$ cat src/common/dg_cfg_pkg.sv
// ==================================================
// deglitcher configuration
// ==================================================

package dg_cfg_pkg;

    // number of input channels
    // packed structs below and in dg_evt_pkg are sized by this
    localparam int CH_NUM = 8;

    // ==================================================
    // runtime configuration, static while running
    // ==================================================

    // one bit per channel in every field
    // bit i of each field belongs to channel i
    typedef struct packed {
        // flip the filtered level before it leaves the bank
        logic [CH_NUM-1:0] invert;
        // allow a rising filtered edge to raise an event
        logic [CH_NUM-1:0] rise_en;
        // allow a falling filtered edge to raise an event
        logic [CH_NUM-1:0] fall_en;
    } dg_cfg_t;

    // edges are seen after the invert stage,
    // so rise_en refers to the level as seen at o_level

endpackage : dg_cfg_pkg

$ cat src/common/dg_evt_pkg.sv
// ==================================================
// sample and event types
// ==================================================

package dg_evt_pkg;

    // one sample strobe plus the synchronized levels
    // data only meaningful while vld is high
    typedef struct packed {
        logic                            vld;
        logic [dg_cfg_pkg::CH_NUM-1:0]   data;
    } dg_sample_t;

    // ==================================================
    // filter state per channel
    // ==================================================

    // stable: filtered level equals last accepted value
    // qualify: a new value is being counted
    typedef enum logic {
        FILT_STABLE  = 1'b0,
        FILT_QUALIFY = 1'b1
    } dg_filt_state_e;

    // ==================================================
    // edge events
    // ==================================================

    // kind of a filtered level change
    typedef enum logic [1:0] {
        EDGE_NONE = 2'd0,
        EDGE_RISE = 2'd1,
        EDGE_FALL = 2'd2
    } dg_edge_e;

    // per-channel event strobe, one cycle wide
    // kind is EDGE_NONE wherever hit is low
    typedef struct packed {
        logic     [dg_cfg_pkg::CH_NUM-1:0] hit;
        dg_edge_e [dg_cfg_pkg::CH_NUM-1:0] kind;
    } dg_event_t;

endpackage : dg_evt_pkg

$ cat src/deglitch/deglitch_bank.sv
`timescale 1ns/1ps

// all channel filters plus the polarity register
module deglitch_bank #(
    parameter int unsigned CNT_W = 6,
    parameter int unsigned UP_TH = 3
) (
    input  logic                          i_clk,
    input  logic                          i_rst_n,
    input  dg_evt_pkg::dg_sample_t        i_sample,
    input  logic [dg_cfg_pkg::CH_NUM-1:0] i_invert,
    output logic [dg_cfg_pkg::CH_NUM-1:0] o_level
);

    import dg_cfg_pkg::*;

    // raw filter outputs, before polarity
    logic [CH_NUM-1:0] filt_level;

    // ==================================================
    // per-channel filters
    // ==================================================

    // one strobe shared by every channel
    for (genvar ch = 0; ch < CH_NUM; ch++) begin : g_chan
        deglitch_chan #(
            .CNT_W (CNT_W),
            .UP_TH (UP_TH)
        ) u_chan (
            .i_clk   (i_clk),
            .i_rst_n (i_rst_n),
            .i_vld   (i_sample.vld),
            .i_data  (i_sample.data[ch]),
            .o_level (filt_level[ch])
        );
    end

    // ==================================================
    // polarity stage
    // ==================================================

    // invert change shows one cycle later
    always_ff @(posedge i_clk or negedge i_rst_n) begin
        if (!i_rst_n) begin
            o_level <= '0;
        end else begin
            o_level <= filt_level ^ i_invert;
        end
    end

endmodule : deglitch_bank

$ cat src/deglitch/deglitch_chan.sv
`timescale 1ns/1ps

// persistence filter for a single channel
module deglitch_chan #(
    parameter int unsigned CNT_W = 6,
    parameter int unsigned UP_TH = 3
) (
    input  logic i_clk,
    input  logic i_rst_n,
    input  logic i_vld,
    input  logic i_data,
    output logic o_level
);

    import dg_evt_pkg::*;

    // ==================================================
    // declarations
    // ==================================================

    logic             last_vld;
    logic             last_data;
    logic [CNT_W-1:0] cnt;
    dg_filt_state_e   state;
    logic             level_q;

    logic             same;
    logic             differ;
    logic             accept;

    // ==================================================
    // sample compare
    // ==================================================

    // nothing is compared until a first sample is stored
    assign same   = i_vld & last_vld & (i_data == last_data);
    assign differ = i_vld & last_vld & (i_data != last_data);

    // held long enough, take the value
    assign accept = same & (state == FILT_QUALIFY) & (cnt >= CNT_W'(UP_TH));

    // previous valid sample
    always_ff @(posedge i_clk or negedge i_rst_n) begin
        if (!i_rst_n) begin
            last_vld  <= 1'b0;
            last_data <= 1'b0;
        end else if (i_vld) begin
            last_vld  <= 1'b1;
            last_data <= i_data;
        end
    end

    // ==================================================
    // state and persistence counter
    // ==================================================

    always_ff @(posedge i_clk or negedge i_rst_n) begin
        if (!i_rst_n) begin
            state <= FILT_STABLE;
            cnt   <= '0;
        end else if (differ) begin
            // any change (re)starts qualification
            state <= FILT_QUALIFY;
            cnt   <= CNT_W'(1);
        end else if (accept) begin
            state <= FILT_STABLE;
            cnt   <= '0;
        end else if (same && (state == FILT_QUALIFY)) begin
            cnt   <= cnt + CNT_W'(1);
        end
    end

    // filtered level, one cycle after the accepting strobe
    always_ff @(posedge i_clk or negedge i_rst_n) begin
        if (!i_rst_n) begin
            level_q <= 1'b0;
        end else if (accept) begin
            level_q <= i_data;
        end
    end

    assign o_level = level_q;

endmodule : deglitch_chan

$ cat src/channel_sampler.sv
`timescale 1ns/1ps

// synchronizer for all pins plus the shared sample strobe
module channel_sampler #(
    parameter int unsigned SAMPLE_DIV = 4
) (
    input  logic                          i_clk,
    input  logic                          i_rst_n,
    input  logic [dg_cfg_pkg::CH_NUM-1:0] i_pins,
    output dg_evt_pkg::dg_sample_t        o_sample
);

    import dg_cfg_pkg::*;

    // counter width, at least one bit even for SAMPLE_DIV of 1
    localparam int unsigned DIV_W = (SAMPLE_DIV > 1) ? $clog2(SAMPLE_DIV) : 1;

    // ==================================================
    // two-flop synchronizer
    // ==================================================

    logic [CH_NUM-1:0] sync_q1;
    logic [CH_NUM-1:0] sync_q2;

    // first stage may go metastable
    // second stage is the one used downstream
    always_ff @(posedge i_clk or negedge i_rst_n) begin
        if (!i_rst_n) begin
            sync_q1 <= '0;
            sync_q2 <= '0;
        end else begin
            sync_q1 <= i_pins;
            sync_q2 <= sync_q1;
        end
    end

    // ==================================================
    // sample-strobe prescaler
    // ==================================================

    logic [DIV_W-1:0] div_cnt;
    logic             div_wrap;
    logic             vld_q;

    // last count of the period
    assign div_wrap = (div_cnt == DIV_W'(SAMPLE_DIV - 1));

    // free running from reset, modulo SAMPLE_DIV
    always_ff @(posedge i_clk or negedge i_rst_n) begin
        if (!i_rst_n) begin
            div_cnt <= '0;
        end else if (div_wrap) begin
            div_cnt <= '0;
        end else begin
            div_cnt <= div_cnt + DIV_W'(1);
        end
    end

    // registered strobe
    // first one SAMPLE_DIV cycles after reset release
    always_ff @(posedge i_clk or negedge i_rst_n) begin
        if (!i_rst_n) begin
            vld_q <= 1'b0;
        end else begin
            vld_q <= div_wrap;
        end
    end

    // levels go along with the strobe, no extra stage
    assign o_sample.vld  = vld_q;
    assign o_sample.data = sync_q2;

endmodule : channel_sampler

$ cat src/edge_event_capture.sv
`timescale 1ns/1ps

// edge events, sticky pending bits and interrupt
module edge_event_capture (
    input  logic                          i_clk,
    input  logic                          i_rst_n,
    input  logic [dg_cfg_pkg::CH_NUM-1:0] i_level,
    input  logic [dg_cfg_pkg::CH_NUM-1:0] i_rise_en,
    input  logic [dg_cfg_pkg::CH_NUM-1:0] i_fall_en,
    input  logic                          i_clr,
    input  logic [dg_cfg_pkg::CH_NUM-1:0] i_clr_mask,
    output dg_evt_pkg::dg_event_t         o_event,
    output logic [dg_cfg_pkg::CH_NUM-1:0] o_pending,
    output logic                          o_irq
);

    import dg_cfg_pkg::*;
    import dg_evt_pkg::*;

    logic [CH_NUM-1:0] level_q;
    logic [CH_NUM-1:0] rise;
    logic [CH_NUM-1:0] fall;
    dg_event_t         event_d;
    dg_event_t         event_q;
    logic [CH_NUM-1:0] pending_q;
    logic [CH_NUM-1:0] clr_bits;

    // ==================================================
    // edge detect
    // ==================================================

    // previous filtered level
    always_ff @(posedge i_clk or negedge i_rst_n) begin
        if (!i_rst_n) begin
            level_q <= '0;
        end else begin
            level_q <= i_level;
        end
    end

    // gated by the per-edge enables
    assign rise = i_level & ~level_q & i_rise_en;
    assign fall = ~i_level & level_q & i_fall_en;

    always_comb begin
        event_d.hit = rise | fall;
        for (int ch = 0; ch < CH_NUM; ch++) begin
            if (rise[ch]) begin
                event_d.kind[ch] = EDGE_RISE;
            end else if (fall[ch]) begin
                event_d.kind[ch] = EDGE_FALL;
            end else begin
                event_d.kind[ch] = EDGE_NONE;
            end
        end
    end

    // ==================================================
    // event strobe and pending bits
    // ==================================================

    // only selected bits, only while the strobe is up
    assign clr_bits = i_clr_mask & {CH_NUM{i_clr}};

    // a new hit wins over a clear on the same bit
    always_ff @(posedge i_clk or negedge i_rst_n) begin
        if (!i_rst_n) begin
            event_q   <= '0;
            pending_q <= '0;
        end else begin
            event_q   <= event_d;
            pending_q <= (pending_q & ~clr_bits) | event_d.hit;
        end
    end

    assign o_event   = event_q;
    assign o_pending = pending_q;
    assign o_irq     = |pending_q;

endmodule : edge_event_capture

$ cat src/gpio_deglitch_top.sv
`timescale 1ns/1ps

// multi-channel input deglitcher
// pins -> sync/prescale -> filters -> polarity -> edge events
module gpio_deglitch_top #(
    parameter int unsigned CNT_W      = 6,
    parameter int unsigned UP_TH      = 3,
    parameter int unsigned SAMPLE_DIV = 4
) (
    input  logic                          i_clk,
    input  logic                          i_rst_n,
    input  logic [dg_cfg_pkg::CH_NUM-1:0] i_pins,
    input  dg_cfg_pkg::dg_cfg_t           i_cfg,
    input  logic                          i_clr,
    input  logic [dg_cfg_pkg::CH_NUM-1:0] i_clr_mask,
    output logic [dg_cfg_pkg::CH_NUM-1:0] o_level,
    output dg_evt_pkg::dg_event_t         o_event,
    output logic [dg_cfg_pkg::CH_NUM-1:0] o_pending,
    output logic                          o_irq
);

    import dg_evt_pkg::*;

    // strobe plus synchronized pins
    dg_sample_t sample;

    // ==================================================
    // synchronizer and sample strobe
    // ==================================================

    channel_sampler #(
        .SAMPLE_DIV (SAMPLE_DIV)
    ) u_sampler (
        .i_clk    (i_clk),
        .i_rst_n  (i_rst_n),
        .i_pins   (i_pins),
        .o_sample (sample)
    );

    // ==================================================
    // filters and polarity
    // ==================================================

    deglitch_bank #(
        .CNT_W (CNT_W),
        .UP_TH (UP_TH)
    ) u_bank (
        .i_clk    (i_clk),
        .i_rst_n  (i_rst_n),
        .i_sample (sample),
        .i_invert (i_cfg.invert),
        .o_level  (o_level)
    );

    // ==================================================
    // edge events and interrupt
    // ==================================================

    // edges taken from the level after inversion
    edge_event_capture u_capture (
        .i_clk      (i_clk),
        .i_rst_n    (i_rst_n),
        .i_level    (o_level),
        .i_rise_en  (i_cfg.rise_en),
        .i_fall_en  (i_cfg.fall_en),
        .i_clr      (i_clr),
        .i_clr_mask (i_clr_mask),
        .o_event    (o_event),
        .o_pending  (o_pending),
        .o_irq      (o_irq)
    );

endmodule : gpio_deglitch_top

$ cat config.mk
export PLATFORM = sky130hd
export DESIGN_NAME = gpio_deglitch_top
export DESIGN_NICKNAME = d
export VERILOG_FILES = /design/src/common/dg_cfg_pkg.sv /design/src/common/dg_evt_pkg.sv /design/src/deglitch/deglitch_bank.sv /design/src/deglitch/deglitch_chan.sv /design/src/channel_sampler.sv /design/src/edge_event_capture.sv /design/src/gpio_deglitch_top.sv
export SDC_FILE = /design/constraint.sdc
export NUM_CORES = 1
export LEC_CHECK = 0
export ABC_CLOCK_PERIOD_IN_PS = 4600
export BUFFER_PORTS_ARGS = -buffer_cell sky130_fd_sc_hd__buf_2
export CAP_MARGIN = 20
export CORE_MARGIN = 8
export CORE_UTILIZATION = 30
export CTS_CLUSTER_SIZE = 28
export DETAILED_ROUTE_END_ITERATION = 12
export PLACE_DENSITY = 0.55
export REMOVE_ABC_BUFFERS = 1
export SLEW_MARGIN = 20
export SYNTH_ARGS = -nofsm -noshare
export SYNTH_HDL_FRONTEND = slang
export SYNTH_HIERARCHICAL = 1
export SYNTH_SLANG_ARGS = --single-unit
$ cat constraint.sdc
create_clock -name i_clk -period 4.6 [get_ports i_clk]
set_input_delay 0.92 -clock i_clk [delete_from_list [all_inputs] [get_ports i_clk]]
set_output_delay 0.92 -clock i_clk [all_outputs]
set_load 0.05 [all_outputs]
Word-level counts from Yosys, hierarchy flattened
Cells that the tools add are included.
W data, S select, Z words.
{"block": "op_classes", "reduce_logical": 25, "order_cmp": 8, "n_eq_ne": 17, "mux": 57, "addsub": 9, "bitwise": 45}
{"op": "$mux W6", "count": 24}
{"op": "$add A6 B1 Y6 const B", "count": 8}
{"op": "$and A8 B8 Y8", "count": 6}
{"op": "$ge A6 B2 Y1 const B", "count": 8}
{"op": "$mux W2", "count": 17}
{"op": "$and A1 B1 Y1", "count": 33}
{"op": "$not A8 Y8", "count": 3}
{"op": "$reduce_bool A3 Y1", "count": 8}
{"op": "$mux W1", "count": 16}
{"op": "$or A8 B8 Y8", "count": 2}
{"op": "$reduce_bool A2 Y1", "count": 8}
{"op": "$eq A1 B1 Y1", "count": 8}
{"op": "$logic_and A1 B1 Y1", "count": 8}
{"op": "$ne A1 B1 Y1", "count": 8}
{"op": "$reduce_or A8 Y1", "count": 1}
{"op": "$xor A8 B8 Y8", "count": 1}
{"op": "$add A2 B1 Y2 const B", "count": 1}
{"op": "$eq A2 B2 Y1 const B", "count": 1}
{"block": "totals", "out_inout_bits": 41, "input_bits": 43, "reg_bits": 140, "wordCells": 210}

Longest topological paths before layout
Gate-level depths: netlist (run 1).
{"block": "depth", "word_depth": 6, "mapped_depth": 4, "ltp_nobuf": 4}

Hierarchy
The synthesis (run 1) kept the hierarchy.
{"mod": "deglitch_chan", "n_inst": 8, "seq_area_each_um2": 250.2, "area_per_inst_um2": 465.4, "cells_each": 38}
{"mod": "edge_event_capture", "n_inst": 1, "seq_area_each_um2": 1001.0, "area_per_inst_um2": 1398.8, "cells_each": 100}
{"mod": "channel_sampler", "n_inst": 1, "seq_area_each_um2": 475.5, "area_per_inst_um2": 499.2, "cells_each": 22}
{"mod": "deglitch_bank", "n_inst": 1, "seq_area_each_um2": 200.2, "area_per_inst_um2": 270.3, "cells_each": 16}

Worst setup path before layout (run 1)
Ideal clock, no wire load.
{"block": "synth_path", "kind": "flip-flop to output port", "from": "register u_capture.pending_q[6] (netlist: u_capture/o_pending[6])", "to": "output o_irq", "n_path_buf": 0, "path_stages_with_launch": 3, "arrival_ps": 1200, "required_time_ps": 3680, "slack_ps": 2480, "path_cell_list": "dfrtp_1 > nor4_1 > nand2_1"}
{"block": "synth_via", "elab_chain_cells": 1}
{"element": "start, declared", "line": "edge_event_capture.sv:25", "source": "logic [CH_NUM-1:0] pending_q;"}
{"element": "start signal, assigned", "line": "edge_event_capture.sv:72", "source": "pending_q <= (pending_q & ~clr_bits) | event_d.hit;"}
{"element": "$reduce_or A8 Y1", "line": "edge_event_capture.sv:78", "source": "assign o_irq = |pending_q;"}
{"element": "end, declared", "line": "gpio_deglitch_top.sv:19", "source": "output logic o_irq"}
Every way passes these cells.

Final worst setup path (run 1)
Ends and elaborated chain as after synthesis.

==> flow_summary.yaml, run 1 <==
global_routing:
  antenna_found_initial: 0
  track_usage_pct: 10.61
  grt_overflow_total: 0
  grt_pass1_vias: 4073
  grt_pass1_wl_um: 20260
  grt_max_degree: 75
drt:
  ant_nets: 0
  drtPass1Iterations: 4
  wire_per_inst_um: 15.32
  vias_per_cell: 4.797
  vias: 3943
  first_iter_violations: 226
  drc: 0
  routed_wl_um: 12590
yosys:
  synth-seq-cells: 147
  synth_top_area_cell: "dfrtp_1"
  synth.area.top_cells: "dfrtp_1, mux2_2, and2_1, a41oi_1, xor2_1"
  ys_types: 30
  synthCells: 442
  synth_top_area_share_pct: 62.43
  synth.avg_cell_area_um2: 13.33
  netlist_area_um2: 5892
  synth-seq-area-share_pct: 62.43
  ys.warnings.count: 6
layout:
  n_fill_cell: 1930
  seq_area_um2: 3679
  synthToLayoutAreaGrowth_pct: 23.40
  multi_input_comb_area_um2: 2135
  drive_above_1_share_pct: 30.88
  nets: 597
  regMostFlops: "u_bank/g_chan.u_chan/cnt"
  diodes: 0
  largest_reg_flops: 48
worst_hold_path:
  hp-start: "u_sampler/sync_q1[5]$_DFF_PN0_"
  hold_path.class: "flop to flop"
  min_path_cells: 0
  hold_end: "u_sampler/sync_q2[5]$_DFF_PN0_"
placement:
  io_buffers: 83
  dp_hpwl_um: 9029
  gp_congestion: 0.8231
critical_path:
  cp_data_required_time_ns: 3.68
  reg2reg_depth: 4
  crit_arrival_ns: 1.46
  r2r-start: "u_sampler/vld_q$_DFF_PN0_"
  r2r_end: "u_bank/g_chan[1].u_chan/cnt[1]$_DFFE_PN0P_"
  critPathMaxFanout: 3
  cp-start-kind: "flop"
  crit_type: "flop to primary output"
  cp-end-kind: "primary output"
  r2r_setup_slack_ns: 2.57
timing:
  whs_ns: 0.3485
  worst_slew_pin_slew_ns: 0.6762
  slew_headroom_pct: 54.92
  setup_tns_ns: 0
  hold_viol: 0
  slew_viol_final: 0
  clock_skew_ns: 0.006348
  max_freq_mhz: 419.4
  timing.final.crit_share_pct: 51.84
  rsz0062_at_grt: "no"
  finalCriticalPeriod_ns: 2.384
  setup_viol: 0
cts:
  numCtsBuffers: 17
  clock_latency_ns: 0.42
  postCtsSetupBuffers: 0
  cts_root_buf: "clkbuf_16"
  ctsResizeCount: 0
  h-tree-depth: 4
  clkTransAtPathRegs_ns: 0.06
  cts_buffer_depth: 2
  cts_tree: "yes"
  cts_hold_buf: 0
  cts.sinks: 147
floorplan:
  core_area_um2: 19400
  die_w_um: 156.1
  rows: 51
  ios: 84
  die-area_um2: 24380
  start_util_pct: 30.37
  die_height_um: 156.1
power_and_ir_drop:
  p_leak_nw: 3.642
  ir_drop_v: 0.0002821
  power.density_nw_per_um2: 549.4
run_status:
  outcome: "finished clean"
job:
  maxCapViolCount: 0
==> kinds of logic after synthesis <==
kind of cell	Yosys count	share of synthesized area [%]
and+or+nand+nor	148	16.99
DFF	147	62.43
AOI/OAI and AO/OA	80	10.70
xor gates and xnor gates	24	3.568
buffers and inverters	18	1.338
muxes	16	3.058
adders and majority gates	9	1.911
==> cell usage after synthesis (all sizes together) <==
cell,count
dfrtp,147
and2,24
and3,24
a41oi,16
inv,16
mux2,16
nand3,16
nand3b,16
nor3,16
o211ai,16
or4,16
xor2,16
nor4,10
ha,9
nand2,9
a211o,8
a21bo,8
a21o,8
a21oi,8
o211a,8
o21ai,8
or2,8
or2b,8
xnor2,8
buf,2
nor2,1
==> layer usage <==
metal  vias up  routed length, um  global-route usage, %
met5         -                  0                      0
met4         0                142                  4.805
met3        14               1043                  4.155
met2       122               5894                  16.71
met1      1960               5513                  12.59
li1       1847                  -                      -
==> cell usage in the layout (no fill, tap or decap), types with 9 or more instances in the layout <==
cell type  netlist  final
and2_1          24     24
nor3_1          16     16
ha_1             9      9
dfrtp_1        147    147
buf_2            0     82
xor2_1          16     16
nand3b_1        16     16
o211ai_1        16     16
inv_1           16     16
and3_1          16     16
nor4_1          10     10
a41oi_1         16     16
mux2_2          16     16
nand2_1          9      9
clkbuf_16        0     17
==> critical path: stages (launching register included) <==
cell and delay [ns]:
dfrtp_1 0.39, nor4_1 0.34, nand2_1 0.10, buf_2 0.22
==> through the flow <==
stage	std cells	instance area, um^2	util, %	power, mW	setup WS, ns
after floorplan	440	5873	-	2.309	2.480
after global placement	791	6649	34.28	2.582	2.602
after detailed placement	791	6649	34.28	2.600	2.558
after CTS	822	7271	37.48	4.054	2.184
after global routing	822	7271	37.48	4.188	2.115
final	822	7271	37.48	3.995	2.216
==> where the power goes <==
group | switching, mW | internal (mW)
combinational | 0.641 | 0.276
sequential | 0.145 | 1.51
clock | 0.505 | 0.921
==> worst max path at each step <==
stage | startpoint | cells after the start | end
floorplan | u_capture/o_pending[6]$_DFF_PN0_ | 2 | o_irq
global placement | i_rst_n | 2 | u_bank/g_chan[3].u_chan/cnt[4]$_DFFE_PN0P_
detailed placement | u_sampler/vld_q$_DFF_PN0_ | 4 | u_bank/g_chan[5].u_chan/cnt[1]$_DFFE_PN0P_
CTS | u_capture/o_pending[6]$_DFF_PN0_ | 3 | o_irq
global route | u_capture/o_pending[6]$_DFF_PN0_ | 3 | o_irq
finish | u_capture/o_pending[6]$_DFF_PN0_ | 3 | o_irq
==> layout make-up <==
class / instances / share of cell area (%)
clock buffer: 23 / 6.849
tap: 265 / 4.560
timing repair buffer: 86 / 6.109
inverter: 16 / 0.8260
multi-input combinational: 277 / 29.36
clock inverter: 8 / 1.704
sequential: 147 / 50.59
(Power assumes the default switching activity.)
==> inputs of run 2 (changes only) <==
--- a/config.mk
+++ b/config.mk
@@ -5,14 +5,14 @@
 export SDC_FILE = /design/constraint.sdc
 export NUM_CORES = 1
 export LEC_CHECK = 0
-export ABC_CLOCK_PERIOD_IN_PS = 4600
+export ABC_CLOCK_PERIOD_IN_PS = 1950
 export BUFFER_PORTS_ARGS = -buffer_cell sky130_fd_sc_hd__buf_2
 export CAP_MARGIN = 20
 export CORE_MARGIN = 8
 export CORE_UTILIZATION = 30
 export CTS_CLUSTER_SIZE = 28
 export DETAILED_ROUTE_END_ITERATION = 12
-export PLACE_DENSITY = 0.55
+export PLACE_DENSITY = 0.57
 export REMOVE_ABC_BUFFERS = 1
 export SLEW_MARGIN = 20
 export SYNTH_ARGS = -nofsm -noshare
==> constraint.sdc (replaced) <==
create_clock -name i_clk -period 1.95 [get_ports i_clk]
set_input_delay 0.39 -clock i_clk [delete_from_list [all_inputs] [get_ports i_clk]]
set_output_delay 0.39 -clock i_clk [all_outputs]
set_load 0.05 [all_outputs]
==> flow_summary.yaml, run 2 (synthesis gave the netlist of run 1 again) <==
floorplan:
  die-area_um2: 24380
  ios: 84
  core_area_um2: 19400
  die_height_um: 156.1
  die_w_um: 156.1
  rows: 51
  start_util_pct: 30.37
timing:
  setup_viol: 0
  setup_tns_ns: 0
  worst_slew_pin_slew_ns: 0.4407
  max_freq_mhz: 568.1
  clock_skew_ns: 0.007287
  rsz0062_at_grt: "no"
  worst_slack_ns: 0.1898
  finalCriticalPeriod_ns: 1.760
  slew_viol_final: 0
  timing.final.crit_share_pct: 90.27
  slew_headroom_pct: 70.62
  hold_viol: 0
critical_path:
  cp-start-kind: "flop"
  cp-end-kind: "primary output"
  critPathMaxFanout: 3
  r2r_setup_slack_ns: 0.26
  cp_data_required_time_ns: 1.56
  reg2reg_depth: 3
  crit_arrival_ns: 1.37
  r2r-start: "u_bank/g_chan[7].u_chan/cnt[4]$_DFFE_PN0P_"
  r2r_end: "u_bank/g_chan[7].u_chan/o_level$_DFFE_PN0P_"
  crit_type: "flop to primary output"
cts:
  cts_tree: "yes"
  clkTransAtPathRegs_ns: 0.06
  cts_hold_buf: 1
  postCtsSetupBuffers: 0
  ctsResizeCount: 0
  clock_latency_ns: 0.41
  h-tree-depth: 4
  cts.sinks: 147
  cts_root_buf: "clkbuf_16"
  numCtsBuffers: 17
  cts_buffer_depth: 2
layout:
  final_area_um2: 7346
  synthToLayoutAreaGrowth_pct: 24.68
  post-route-util_pct: 37.87
  seq_area_um2: 3679
  multi_input_comb_area_um2: 2135
  n_fill_cell: 1843
  final_common_cell: "dfrtp_1"
  diodes: 0
  drive_above_1_share_pct: 31.02
  nets: 602
  layout_common_cells: "dfrtp_1, buf_2, and2_1"
  largest_reg_flops: 48
  regMostFlops: "u_bank/g_chan.u_chan/cnt"
placement:
  gp_congestion: 0.8080
  dp_hpwl_um: 8839
  placed_cell_area_um2: 6716
  io_buffers: 83
  dp_slack_ns: 0.2735
drt:
  vias_per_cell: 4.743
  wire_per_inst_um: 14.58
  ant_nets: 0
  routed_wl_um: 12050
  drtPass1Iterations: 4
  first_iter_violations: 208
  drc: 0
  vias: 3918
power_and_ir_drop:
  power.total_mw: 9.481
  power.density_nw_per_um2: 1291
  p_leak_nw: 3.679
  ir_drop_v: 0.0006185
global_routing:
  grt_pass1_vias: 3992
  grt_overflow_total: 0
  grt_pass1_wl_um: 19980
  track_usage_pct: 10.40
  antenna_found_initial: 0
  grt_max_degree: 45
job:
  maxCapViolCount: 0
worst_hold_path:
  hp-start: "i_pins[7]"
  min_path_cells: 1
  hold_end: "u_sampler/sync_q1[7]$_DFF_PN0_"
  hold_path.class: "primary input to flop"
run_status:
  outcome: "finished clean"
[run 2: changes by cell type in the layout (fill, tap and decap cells not counted)]
cell	previous run	this run
buf_12	0	3
buf_4	3	4
bufinv_16	3	5
clkbuf_1	1	2
clkbuf_8	5	0
clkinv_2	2	4
clkinvlp_4	2	1
dlygate4sd3_1	0	1
[run 2: routing by layer]
layer	up-vias	GRT usage [%]	routed length, um
met5	-	0	0
met4	0	4.394	240
met3	26	3.380	818
met2	124	16.25	5446
met1	1918	13.01	5540
li1	1850	-	-
[run 2: report_power, final]
group / internal (mW) / total (mW) / switching (mW)
logic: 0.661 / 2.16 / 1.50
clock network: 2.25 / 3.41 / 1.17
registers: 3.55 / 3.91 / 0.354
total: 6.46 / 9.48 / 3.02
[run 2: per-stage QoR]
stage               std cells  hold slack (ns)
global placement          795           0.3340
CTS                       826          0.05605
floorplan                 440          0.09441
detailed placement        795           0.3347
finish                    826          0.07927
global route              826          0.06069
[run 2: layout make-up]
| type | count | area share [%] |
|---|---|---|
| clock buffer | 19 | 5.893 |
| clock inverter | 11 | 2.538 |
| inverter | 16 | 0.8176 |
| multi-input combinational | 277 | 29.06 |
| sequential | 147 | 50.08 |
| tap | 265 | 4.514 |
| timing repair buffer | 91 | 7.103 |
[run 2: worst max path at each step]
| stage | startpoint | end | slack [ns] | depth (start not counted) |
|---|---|---|---|---|
| after floorplan | u_sampler/vld_q$_DFF_PN0_ | u_bank/g_chan[0].u_chan/cnt[1]$_DFFE_PN0P_ | 0.07 | 3 |
| after global placement | u_bank/g_chan[6].u_chan/cnt[4]$_DFFE_PN0P_ | u_bank/g_chan[6].u_chan/cnt[1]$_DFFE_PN0P_ | 0.32 | 3 |
| after detailed placement | u_bank/g_chan[0].u_chan/cnt[4]$_DFFE_PN0P_ | u_bank/g_chan[0].u_chan/o_level$_DFFE_PN0P_ | 0.27 | 3 |
| after CTS | u_capture/o_pending[5]$_DFF_PN0_ | o_irq | 0.17 | 3 |
| after global routing | u_capture/o_pending[5]$_DFF_PN0_ | o_irq | 0.07 | 3 |
| final | u_capture/o_pending[2]$_DFF_PN0_ | o_irq | 0.19 | 3 |
[run 2: worst max-delay path, stage by stage (launching register included)]
cell     delay [ns]
dfrtp_1        0.39
nor4_1         0.28
nand2_1        0.07
buf_2          0.22
